File: config.mk
export PLATFORM = sky130hd
export DESIGN_NAME = packet_host_top
export DESIGN_NICKNAME = d
export VERILOG_FILES = /design/src/hw/packet_host_pkg.sv /design/src/hw/packet_host_top.sv /design/src/hw/route_ctrl.sv /design/src/hw/keystream_gen.sv /design/src/hw/packet_fifo.sv
export SDC_FILE = /design/constraint.sdc
export NUM_CORES = 1
export LEC_CHECK = 0
export ABC_AREA = 1
export ABC_CLOCK_PERIOD_IN_PS = 7700
export BUFFER_PORTS_ARGS = -buffer_cell sky130_fd_sc_hd__buf_2
export CAP_MARGIN = 20
export CORE_ASPECT_RATIO = 0.6
export CORE_UTILIZATION = 55
export DETAILED_ROUTE_END_ITERATION = 7
export PLACE_DENSITY = 0.72
export SYNTH_ARGS = -nofsm -noshare
export SYNTH_HDL_FRONTEND = slang
export SYNTH_SLANG_ARGS = --single-unit
File: constraint.sdc
create_clock -name clk -period 7.7 [get_ports clk]
set_clock_uncertainty 0.2 [all_clocks]
set_input_delay 0 -clock clk [delete_from_list [all_inputs] [get_ports clk]]
set_output_delay 0 -clock clk [all_outputs]
set_load 0.05 [all_outputs]
File: src/hw/packet_host_pkg.sv
/* Packet host shared definitions
   Packet and address sizes, network key seed and buffer entry layout */
`default_nettype none

package packet_host_pkg;

    // Packet word width
    localparam int packet_bits = 64;

    // Number of buffered packets
    localparam int buffer_depth = 4;

    localparam int addr_bits = 4;        // Width of dest_addr

    // Network key seed, loaded on reset
    localparam logic [2*packet_bits-1:0] key_init =
        128'h1234_5678_9ABC_DEF0_FEDC_BA09_8765_4321;

    // One packet word
    typedef logic [packet_bits-1:0] packet_t;

    // Buffer entry, raw packet plus the mask captured at accept time
    typedef struct packed {
        packet_t data;
        packet_t mask;                   // Key fold at acceptance
    } packet_entry_t;

endpackage

`default_nettype wire
File: src/hw/packet_host_top.sv
/* Packet host top level
   Key schedule, four-entry buffer and send control, with overflow flag */
`default_nettype none

module packet_host_top (
    input  logic                                 clk,
    input  logic                                 rst,
    input  packet_host_pkg::packet_t             packet_in,
    input  logic                                 packet_valid,
    input  logic [packet_host_pkg::addr_bits-1:0] dest_addr,
    input  logic                                 out_hold,
    output packet_host_pkg::packet_t             packet_out,
    output logic                                 packet_ready,
    output logic                                 route_error
);

    import packet_host_pkg::*;

    packet_t       mask;
    packet_entry_t push_entry;
    packet_entry_t head_entry;
    logic          push;
    logic          pop;
    logic          full;
    logic          empty;

    keystream_gen u_keys (
        .clk          (clk),
        .rst          (rst),
        .packet_valid (packet_valid),
        .dest_addr    (dest_addr),
        .mask         (mask)
    );

    // Accept only with room left, mask sampled at the same edge
    assign push       = packet_valid && !full;
    assign push_entry = '{data: packet_in, mask: mask};

    packet_fifo #(
        .payload_t (packet_entry_t),
        .depth     (buffer_depth)
    ) u_fifo (
        .clk       (clk),
        .rst       (rst),
        .push      (push),
        .push_data (push_entry),
        .pop       (pop),
        .pop_data  (head_entry),
        .full      (full),
        .empty     (empty)
    );

    route_ctrl u_ctrl (
        .clk          (clk),
        .rst          (rst),
        .empty        (empty),
        .out_hold     (out_hold),
        .head         (head_entry),
        .pop          (pop),
        .packet_out   (packet_out),
        .packet_ready (packet_ready)
    );

    // Dropped packet flagged for the following cycle only
    always_ff @(posedge clk or posedge rst) begin
        if (rst) begin
            route_error <= 1'b0;
        end else begin
            route_error <= packet_valid && full;
        end
    end

endmodule

`default_nettype wire

File: src/hw/route_ctrl.sv
/* Send control
   Pops one buffer entry, scrambles it with its mask and pulses packet_ready */
`default_nettype none

module route_ctrl (
    input  logic                          clk,
    input  logic                          rst,
    input  logic                          empty,
    input  logic                          out_hold,
    input  packet_host_pkg::packet_entry_t head,
    output logic                          pop,
    output packet_host_pkg::packet_t      packet_out,
    output logic                          packet_ready
);

    import packet_host_pkg::*;

    typedef enum logic [1:0] {
        st_idle,
        st_process,
        st_send
    } state_t;

    state_t        state_q;
    packet_entry_t entry_q;

    // Hold only blocks a new pop, an entry in flight still goes out
    assign pop = (state_q == st_idle) && !empty && !out_hold;

    // One cycle per packet, decoded from the state register
    assign packet_ready = (state_q == st_send);

    // Entry taken from the head on the pop edge
    always_ff @(posedge clk) begin
        if (pop) begin
            entry_q <= head;
        end
    end

    always_ff @(posedge clk or posedge rst) begin
        if (rst) begin
            state_q    <= st_idle;
            packet_out <= '0;
        end else begin
            case (state_q)
                st_idle: begin
                    if (pop) begin
                        state_q <= st_process;
                    end
                end
                st_process: begin
                    packet_out <= entry_q.data ^ entry_q.mask;  // Scramble
                    state_q    <= st_send;
                end
                st_send: begin
                    state_q <= st_idle;
                end
                default: begin
                    state_q <= st_idle;
                end
            endcase
        end
    end

endmodule

`default_nettype wire

File: src/hw/keystream_gen.sv
/* Network key schedule
   Rotates the key on every valid strobe, mixes in dest_addr, folds out the mask */
`default_nettype none

module keystream_gen (
    input  logic                                 clk,
    input  logic                                 rst,
    input  logic                                 packet_valid,
    input  logic [packet_host_pkg::addr_bits-1:0] dest_addr,
    output packet_host_pkg::packet_t             mask
);

    import packet_host_pkg::*;

    logic [2*packet_bits-1:0] key_q;
    logic [2*packet_bits-1:0] key_next;

    // Rotate left by addr_bits, wrapped bits XORed with the destination
    assign key_next = {key_q[2*packet_bits-addr_bits-1:0],
                       key_q[2*packet_bits-1 -: addr_bits] ^ dest_addr};

    always_ff @(posedge clk or posedge rst) begin
        if (rst) begin
            key_q <= key_init;
        end else if (packet_valid) begin
            key_q <= key_next;          // Rejected packets advance it too
        end
    end

    // Fold of the current key, before this edge's update
    assign mask = key_q[2*packet_bits-1 -: packet_bits] ^ key_q[packet_bits-1:0];

endmodule

`default_nettype wire

File: src/hw/packet_fifo.sv
/* Circular packet buffer
   Generic payload with head/tail pointers, occupancy count, full and empty flags */
`default_nettype none

module packet_fifo #(
    parameter type payload_t = logic [63:0],
    parameter int  depth     = 4
) (
    input  logic     clk,
    input  logic     rst,
    input  logic     push,
    input  payload_t push_data,
    input  logic     pop,
    output payload_t pop_data,
    output logic     full,
    output logic     empty
);

    localparam int ptr_bits = (depth > 1) ? $clog2(depth) : 1;
    localparam int cnt_bits = $clog2(depth + 1);

    payload_t            mem [depth];
    logic [ptr_bits-1:0] head_q;
    logic [ptr_bits-1:0] tail_q;
    logic [cnt_bits-1:0] count_q;
    logic                do_push;
    logic                do_pop;

    // Wrap at depth, not at the power of two
    function automatic logic [ptr_bits-1:0] next_ptr(input logic [ptr_bits-1:0] ptr);
        logic [ptr_bits-1:0] nxt;
        if (ptr == ptr_bits'(depth - 1)) begin
            nxt = '0;
        end else begin
            nxt = ptr + 1'b1;
        end
        return nxt;
    endfunction

    assign full  = (count_q == cnt_bits'(depth));
    assign empty = (count_q == '0);

    // Overflow and underflow requests are dropped here
    assign do_push = push && !full;
    assign do_pop  = pop && !empty;

    assign pop_data = mem[head_q];      // Head entry visible before the pop

    always_ff @(posedge clk) begin
        if (do_push) begin
            mem[tail_q] <= push_data;
        end
    end

    always_ff @(posedge clk or posedge rst) begin
        if (rst) begin
            head_q  <= '0;
            tail_q  <= '0;
            count_q <= '0;
        end else begin
            if (do_push) begin
                tail_q <= next_ptr(tail_q);
            end
            if (do_pop) begin
                head_q <= next_ptr(head_q);
            end
            // Simultaneous push and pop keeps the count
            if (do_push && !do_pop) begin
                count_q <= count_q + 1'b1;
            end else if (do_pop && !do_push) begin
                count_q <= count_q - 1'b1;
            end
        end
    end

endmodule

`default_nettype wire

# --- After elaboration in Yosys (flattened, before gate mapping) ---
# Memories as Yosys holds them, arrays and structs flattened. A register that Yosys moved wholly into a read port is not among the register bits.
# Index checks and enable logic that the tools add are counted.
totals:
  regBits: 202
  ramBits: 512
  in_bits: 72
  output_inout_bits: 66
  elab_cells: 45
  n_memories: 1
mem_list:
  columns: ["name", "words", "word_bits", "read_ports", "rd_ports_with_merged_regs", "write_ports", "line", "text"]
  rows:
  - ["u_fifo.mem", 4, 128, 1, 1, 1, "packet_fifo.sv:22", "payload_t mem [depth];"]
classes:
  add_sub_neg: 4
  eq_ne: 6
  muxes: 8
  bitwise_logic: 3
  n_reduce_logical: 16
op_table:
  columns: ["operator", "n"]
  rows:
  - ["XOR 64 bit", 2]
  - ["logical AND 1 bit", 8]
  - ["== test 2 bit, second input constant", 3]
  - ["2-to-1 mux 2 bit", 3]
  - ["2-to-1 mux 3 bit", 2]
  - ["logical NOT 1 bit", 5]
  - ["adder 2 x 1 -> 2 bit, second input constant", 2]
  - ["one-hot mux 2 bit (2 select lines)", 1]
  - ["XOR 4 bit", 1]
  - ["adder 3 x 1 -> 3 bit, second input constant", 1]
  - ["== test 3 bit, second input constant", 1]
  - ["logical NOT 3 bit", 1]
  - ["subtractor 3 x 1 -> 3 bit, second input constant", 1]
  - ["== test 2 x 1 -> 1 bit, second input constant", 1]
  - ["logical NOT 2 bit", 1]
  - ["2-to-1 mux 1 bit", 2]
  - ["inequality test 2 bit, second input constant", 1]
  - ["nonzero test 2 bit", 1]

# --- Depth between registers and ports, before layout ---
# Gate-level depths: netlist (run 1).
logic_depth:
  word_depth: 8
  mapped_depth: 12
  depth_no_buf: 12

# --- Modules after synthesis ---
# Synthesis (run 1) repeated with hierarchy kept, for this count alone.
unflattened:
  hier_cells: 2839
  area_unflattened_um2: 33828.7
modules_own_cells:
  columns: ["module", "n_inst", "cells_each", "area_each_um2", "seq_area_each_um2"]
  rows:
  - ["packet_fifo", 1, 1555, 20779.9, 15549.9]
  - ["route_ctrl", 1, 664, 7457.2, 5495.3]
  - ["keystream_gen", 1, 614, 5545.3, 3283.1]
  - ["packet_host_top", 1, 6, 46.3, 25.0]

# --- Worst setup path before layout (run 1) ---
# No wires, ideal clock.
synth_timing:
  path_type: "reg2reg"
  start: "register u_fifo.count_q[0]"
  end: "memory u_fifo.mem[0][0] (netlist name) (enable)"
  setup_ns: 0.617
  arrival_time_ns: 6.061
  t_required_ns: 6.883
  slack_ns: 0.822
  stages_incl_launch_ff: 5
  path_buffers: 0
  synth_period_minus_slack_ns: 6.878
  path_cell_list: "dfrtp_1 -> inv_1 -> nand3_1 -> nand2_1 -> nor2_1"
synth_via:
  elab_chain_cells: 6
synth_lines:
  columns: ["item", "line", "text"]
  rows:
  - ["start: declaration", "packet_fifo.sv:25", "logic [cnt_bits-1:0] count_q;"]
  - ["start signal: assignment", "packet_fifo.sv:69", "count_q <= count_q + 1'b1;"]
  - ["start signal: assignment", "packet_fifo.sv:71", "count_q <= count_q - 1'b1;"]
  - ["== test 3 bit *", "packet_fifo.sv:40", "assign full = (count_q == cnt_bits'(depth));"]
  - ["logical NOT 1 bit *", "packet_host_top.sv:36, packet_fifo.sv:44", null]
  - ["logical AND 1 bit", "packet_host_top.sv:36", "assign push = packet_valid && !full;"]
  - ["logical AND 1 bit *", "packet_fifo.sv:44", "assign do_push = push && !full;"]
  - ["2-to-1 mux 1 bit *", "packet_fifo.sv:50", "if (do_push) begin"]
  - ["2-to-1 mux 1 bit (not written as such) *", "packet_fifo.sv:51", "mem[tail_q] <= push_data;"]
  - ["end: declaration", "packet_fifo.sv:22", null]
# Every way passes the cells marked *; elsewhere a longest branch is shown, timed or not.

==> impl_metrics.env, run 1 <==
export IMPL_clkPwrFrac_pct=25.5
export IMPL_syn_inst=2565
export IMPL_critPathTopFamily="flip-flops"
export IMPL_drc=0
export IMPL_coreArea_um2=58200
export IMPL_hold_class="in2reg"
export IMPL_synth_nets=2644
export IMPL_switching_share_pct=33.5
export IMPL_grt_max_degree=312
export IMPL_grt_antenna_before_repair=0
export IMPL_h_tree_depth=3
export IMPL_vias_per_cell=5.20
export IMPL_max_stage_delay_ns=1.01
export IMPL_power_leakage_nw=15.5
export IMPL_start_util_pct=56.3
export IMPL_cp_arrival_ns=3.38
export IMPL_cts_resized=0
export IMPL_root_buffer="clkbuf_16"
export IMPL_r2r_start="u_fifo.head_q[0]"
export IMPL_cts_tree="yes"
export IMPL_holdWs_ns=0.0467
export IMPL_p_seq_share_pct=48.5
export IMPL_grt_overflow=0
export IMPL_finalMaxSlewViolations=103
export IMPL_power_density_nw_per_um2=391
export IMPL_ys_types=22
export IMPL_cts_setup_buffers=0
export IMPL_setup_viol=0
export IMPL_place_gp_congestion=0.750
export IMPL_rsz0062_at_grt="false"
export IMPL_crit_start="u_fifo.head_q[0]"
export IMPL_syn2layout_area_growth_pct=15.3
export IMPL_cp_cell_sequence="buf_12, a21oi_1, o21ai_1, nand2_1"
export IMPL_clock_path_buffers=3
export IMPL_port_buffers=137
export IMPL_die_h_um=191
export IMPL_endpoint="u_ctrl.entry_q[46]"
export IMPL_layout_min_cycle_time_ns=3.21
export IMPL_fmax_mhz=311
export IMPL_start_kind="register"
export IMPL_num_vias=18944
export IMPL_wl_per_cell_um=17.0
export IMPL_cp_end_kind="register"
export IMPL_clk_latency_ns=0.62
export IMPL_vdd_drop_max_mv=0.395
export IMPL_cts_sink_count=842
export IMPL_reg2reg_slack_ns=4.49
export IMPL_failed_checks="max-slew violations"
export IMPL_cp_depth=4
export IMPL_finalHoldViolCount=0
export IMPL_p_comb_share_pct=26.0
export IMPL_reg2reg_depth=4
export IMPL_status="complete, but fails checks"
export IMPL_worst_pin_slew_ns=1.55
export IMPL_dp_hpwl_um=33500
export IMPL_ioPinCount=138
export IMPL_crit_slowest_cell="dfrtp_4"
export IMPL_cts_inserted_buffers=75
export IMPL_clk_pin_slew_worst_paths_ns=0.07
export IMPL_seq_area_um2=24400
export IMPL_maxCapViolations=0
export IMPL_die_area_um2=60600
export IMPL_critPathBufInv=1
export IMPL_intPower_mw=9.83
export IMPL_crit_type="reg2reg"
export IMPL_setup_tns_ns=0
export IMPL_cp_max_fo=311
export IMPL_reg2reg_to="u_ctrl.entry_q[46]"
export IMPL_min_from="out_hold"
export IMPL_drive_gt1_share_pct=11.7
export IMPL_worstPathRequired_ns=7.86
export IMPL_drt_iter0_drc=1577
export IMPL_fin_crit_sh_pct=41.7
export IMPL_drt_pass1_iterations=5
export IMPL_p_sw_mw=4.95
export IMPL_first_global_vias=18798
export IMPL_grt_first_pass_wirelength_um=98500
export IMPL_rows=68
export IMPL_yosysWarningCount=0
export IMPL_slew_headroom_pct=-3.66
export IMPL_yosysSeqAreaShare_pct=74.3
export IMPL_ys_ff_latch=842
export IMPL_wirelength_um=61800
export IMPL_avgSynthCellArea_um2=12.8
export IMPL_multi_input_area_um2=6620
export IMPL_grt_use_total_pct=21.0
export IMPL_fillers=4163
export IMPL_ant_nets=0
export IMPL_nNetsFinal=2888
export IMPL_syn_area_um2=32800
export IMPL_die_w_um=317
flip-flops by register name, indices dropped and copies added, names as in the netlist:
name,flops
u_fifo.mem,512
u_ctrl.entry_q,128
u_keys.key_q,128
u_ctrl.packet_out,64
u_fifo.count_q,3
u_ctrl.state_q,2
u_fifo.head_q,2
u_fifo.tail_q,2
route_error,1
routing by layer:
layer	vias to the layer above	global-route usage (%)	routed length [um]
met4	0	5.85	1370
met5	-	0	0
met2	348	32.9	28700
met3	100	4.14	2650
met1	9352	30.1	29100
li1	9144	-	-
tightest hold or removal path: stages:
cell and delay [ns]:
dlygate4sd3_1 0.52, buf_2 0.14, nor2_1 0.07, nand3_1 0.06, nand2_1 0.05
cell type report:
type	instances	area share (%)
antenna	1	0.00662
clock buffer	110	5.81
clock inverter	28	0.768
inverter	280	2.82
multi-input combinational	1315	17.5
sequential	842	64.4
tap	770	2.55
timing repair buffer	295	6.09
through the flow:
stage          util [%]  area, um^2  std cells  power [mW]  setup WS, ns
6_report           65.0       37800       3641        14.8          4.49
5_1_grt            64.9       37800       3640        15.6          4.37
4_1_cts            64.9       37800       3638        14.9          4.58
3_5_place_dp       58.3       33900       3364        11.1          4.63
3_3_place_gp       58.2       33900       3362        10.8          4.68
2_1_floorplan         -       32800       2565        10.2         0.822
power by group through the flow:
stage | combinational (mW) | sequential (mW) | clock (mW)
6_report | 3.84 | 7.16 | 3.77
4_1_cts | 3.90 | 7.17 | 3.83
3_3_place_gp | 3.65 | 7.20 | 0
2_1_floorplan | 2.52 | 7.68 | 0
3_5_place_dp | 3.81 | 7.24 | 0
5_1_grt | 4.30 | 7.28 | 4.02
worst min path at each step:
stage | to | cells after the start
global route | u_fifo.mem[1][107] | 2
finish | u_fifo.head_q[1] | 5
CTS | u_ctrl.packet_out[38] | 3
floorplan | u_fifo.mem[0][100] | 0
detailed placement | u_fifo.mem[0][97] | 1
global placement | u_fifo.mem[3][109] | 1
cell usage after synthesis:
| cell type | number | area share [%] |
|---|---|---|
| buf_4 | 11 | 0.25 |
| inv_2 | 2 | 0.023 |
| nand3_1 | 7 | 0.11 |
| inv_1 | 278 | 3.2 |
| o21ai_0 | 100 | 1.5 |
| edfxtp_1 | 640 | 59 |
| buf_1 | 5 | 0.057 |
| nand2_1 | 697 | 8.0 |
| ha_1 | 6 | 0.23 |
| buf_6 | 33 | 1.1 |
| nand4_1 | 1 | 0.019 |
| fa_1 | 1 | 0.061 |
| o21ai_1 | 105 | 1.6 |
| nor2_1 | 9 | 0.10 |
| dfstp_2 | 64 | 5.1 |
| xor2_1 | 64 | 1.7 |
| buf_2 | 29 | 0.44 |
| o211ai_1 | 128 | 2.9 |
| xnor2_1 | 69 | 1.8 |
| clkbuf_1 | 50 | 0.57 |
| dfrtp_1 | 138 | 11 |
| a21oi_1 | 128 | 2.0 |
what timing repair did:
| item | CTS | global route |
|---|---|---|
| endpoints found under the setup margin | 0 | 0 |
| hold buffers | 136 | 1 |
| hold endpoints to repair | 446 | 38 |
cell usage in the layout (no fill, tap or decap), drive strengths merged, types with 9 or more instances in the layout:
cell and count:
nand2 697, inv 284, nor2 9, dfrtp 138, o211ai 128, clkbuf 110, edfxtp 640, clkinv 18
o21ai 205, dfstp 64, buf 158, a21oi 128, xnor2 69, xor2 64, dlygate4sd3 137
kinds of logic after synthesis:
kind of cell	share of synthesized area, %
flip-flops	74.3
AND/OR/NAND/NOR	8.21
AO/OA/AOI/OAI	8.01
buffers and inverters	5.66
XOR/XNOR	3.55
adder cells (fa/ha/maj)	0.290
Power figures use the tool's default switching activity.
==> inputs of run 2 (changes only) <==
--- a/config.mk
+++ b/config.mk
@@ -5,8 +5,8 @@
 export SDC_FILE = /design/constraint.sdc
 export NUM_CORES = 1
 export LEC_CHECK = 0
-export ABC_AREA = 1
-export ABC_CLOCK_PERIOD_IN_PS = 7700
+export ABC_AREA = 0
+export ABC_CLOCK_PERIOD_IN_PS = 3340
 export BUFFER_PORTS_ARGS = -buffer_cell sky130_fd_sc_hd__buf_2
 export CAP_MARGIN = 20
 export CORE_ASPECT_RATIO = 0.6
==> constraint.sdc (replaced) <==
create_clock -name clk -period 3.34 [get_ports clk]
set_clock_uncertainty 0.2 [all_clocks]
set_input_delay 0 -clock clk [delete_from_list [all_inputs] [get_ports clk]]
set_output_delay 0 -clock clk [all_outputs]
set_load 0.05 [all_outputs]
==> impl_metrics.env, run 2 <==
export IMPL_num_vias=14037
export IMPL_largest_reg_flops=512
export IMPL_ioPinCount=138
export IMPL_syn2layout_area_growth_pct=18.0
export IMPL_yosys_most_used_dff="edfxtp_1"
export IMPL_finalMaxSlewViolations=0
export IMPL_fin_crit_sh_pct=75.0
export IMPL_finalHoldViolCount=0
export IMPL_power_density_nw_per_um2=974
export IMPL_synth_edf_count=640
export IMPL_p_seq_share_pct=50.6
export IMPL_top_regs="u_fifo.mem x512, u_ctrl.entry_q x128, u_keys.key_q x128"
export IMPL_switching_share_pct=30.4
export IMPL_dp_hpwl_um=30600
export IMPL_slew_headroom_pct=37.0
export IMPL_synth_top_area_cell="edfxtp_1"
export IMPL_rsz0062_at_grt="false"
export IMPL_layout_min_cycle_time_ns=2.51
export IMPL_pre_cts_ws_ns=0.804
export IMPL_die_h_um=186
export IMPL_cts_resized=0
export IMPL_syn_inst=1456
export IMPL_holdPathEnd="u_fifo.mem[2][107]"
export IMPL_postPlaceCellArea_um2=32800
export IMPL_grt_antenna_before_repair=0
export IMPL_clock_path_buffers=3
export IMPL_root_buffer="clkbuf_16"
export IMPL_worst_pin_slew_ns=0.946
export IMPL_cp_depth=8
export IMPL_final_common_cell="edfxtp_1"
export IMPL_synth_nets=1535
export IMPL_grt_max_degree=131
export IMPL_die_area_um2=57400
export IMPL_cp_max_fo=7
export IMPL_syn_area_um2=31000
export IMPL_avgSynthCellArea_um2=21.3
export IMPL_final_area_um2=36600
export IMPL_largest_register="u_fifo.mem"
export IMPL_nNetsFinal=1859
export IMPL_reg2reg_to="u_fifo.count_q[2]"
export IMPL_start_util_pct=55.7
export IMPL_drc=0
export IMPL_p_sw_mw=10.8
export IMPL_fillers=3665
export IMPL_maxCapViolations=0
export IMPL_grt_use_total_pct=19.9
export IMPL_cp_cell_sequence="nor2_1, a21boi_1, ha_2, inv_2, fa_1, xor2_1, nor2_1, xor2_1"
export IMPL_synth_most_common_cell="edfxtp_1"
export IMPL_min_from="packet_in[43]"
export IMPL_grt_first_pass_wirelength_um=86000
export IMPL_reg2reg_slack_ns=0.83
export IMPL_ys_ff_latch=842
export IMPL_crit_type="reg2reg"
export IMPL_vdd_drop_max_mv=0.638
export IMPL_fmax_mhz=399
export IMPL_whs_path_depth=2
export IMPL_max_stage_delay_ns=0.48
export IMPL_async_reset_ff_share_pct=24.0
export IMPL_layout_common_cells="edfxtp_1, dlygate4sd3_1, buf_2, dfrtp_1, mux2_2"
export IMPL_cp_end_kind="register"
export IMPL_first_global_vias=15095
export IMPL_power_leakage_nw=13.0
export IMPL_place_gp_congestion=0.730
export IMPL_yosysTopAreaCellShare_pct=61.9
export IMPL_clk_pin_slew_worst_paths_ns=0.06
export IMPL_drt_pass1_iterations=7
export IMPL_rows=67
export IMPL_worstPathRequired_ns=3.64
export IMPL_drive_gt1_share_pct=33.1
export IMPL_grt_overflow=0
export IMPL_setup_viol=0
export IMPL_h_tree_depth=3
export IMPL_seq_area_um2=24400
export IMPL_multi_input_area_um2=6330
export IMPL_yosysWarningCount=0
export IMPL_r2r_start="u_fifo.count_q[0]"
export IMPL_wl_per_cell_um=20.9
export IMPL_final_util_pct=65.7
export IMPL_start_kind="register"
export IMPL_p_comb_share_pct=25.8
export IMPL_cts_inserted_buffers=74
export IMPL_ys_types=27
export IMPL_antennaDiodeCount=0
export IMPL_ant_nets=0
export IMPL_layout_setup_ws_ns=0.834
export IMPL_yosysSeqAreaShare_pct=78.4
export IMPL_clk_latency_ns=0.59
export IMPL_setup_tns_ns=0
export IMPL_cts_sink_count=842
export IMPL_holdWs_ns=0.0314
export IMPL_crit_slowest_cell="a21boi_1"
export IMPL_synth_area_top_cells="edfxtp_1, dfrtp_1, mux4_2, dfstp_2, mux2_2"
export IMPL_coreArea_um2=55700
export IMPL_synthTopCellsByCount="edfxtp_1, dfrtp_1, mux2_2"
export IMPL_port_buffers=137
export IMPL_hold_class="in2reg"
export IMPL_drt_iter0_drc=952
export IMPL_critPathBufInv=1
export IMPL_critPathTopFamily="adder cells"
export IMPL_die_w_um=309
export IMPL_cp_arrival_ns=2.80
export IMPL_vias_per_cell=5.40
export IMPL_wirelength_um=54300
export IMPL_status="completed"
export IMPL_clkPwrFrac_pct=23.6
export IMPL_intPower_mw=24.9
export IMPL_reg2reg_depth=8
export IMPL_cts_tree="yes"
## run 2: power by group through the flow
stage	sequential (mW)	clock, mW	combinational (mW)
5_1_grt	18.4	9.01	10.1
6_report	18.1	8.42	9.22
4_1_cts	18.1	8.62	9.43
3_5_place_dp	18.3	0	9.27
2_1_floorplan	18.9	0	5.79
3_3_place_gp	18.1	0	8.98
## run 2: routing by layer
metal,vias to the layer above,routed length (um),track usage [%]
li1,6329,-,-
met1,7390,24800,28.5
met2,238,26500,32.9
met3,80,1970,3.02
met4,0,958,4.78
met5,-,0,0
## run 2: final cells by class
| cell class | count | area share (%) |
|---|---|---|
| flip-flops and latches | 842 | 66.5 |
| multi-input cells | 550 | 17.3 |
| repair buffers | 306 | 6.95 |
| clock buffers | 108 | 6.06 |
| well taps | 759 | 2.59 |
| clock inverters | 27 | 0.543 |
| inverters | 6 | 0.0717 |
## run 2: worst max path at each step
stage | start | endpoint | slack, ns
after floorplan | u_ctrl.state_q[1] | u_fifo.count_q[1] | -2.79
after global routing | u_fifo.count_q[0] | u_fifo.count_q[2] | 0.70
final | u_fifo.count_q[0] | u_fifo.count_q[2] | 0.83
after detailed placement | u_fifo.head_q[0] | u_ctrl.entry_q[28] | 0.80
after global placement | u_fifo.head_q[0] | u_ctrl.entry_q[36] | 0.85
after CTS | u_fifo.count_q[0] | u_fifo.mem[0][110] | 0.81
## run 2: logic make-up after synthesis
| group | synth area share (%) |
|---|---|
| AOI/OAI and AO/OA | 1.12 |
| xor gates and xnor gates | 3.81 |
| adders and majority gates | 0.306 |
| buffers and inverters | 1.23 |
| DFF | 78.4 |
| muxes | 14.0 |
| and+or+nand+nor | 1.12 |
## run 2: what timing repair did
action                    CTS  global route
setup buffers               0             0
hold endpoints to repair  412             0
hold buffers              140             0
## run 2: per-stage QoR
step	total power [mW]	instances
finish	35.7	2598
global route	37.5	2598
CTS	36.1	2598
detailed placement	27.5	2323
global placement	27.1	2323
floorplan	24.7	1456
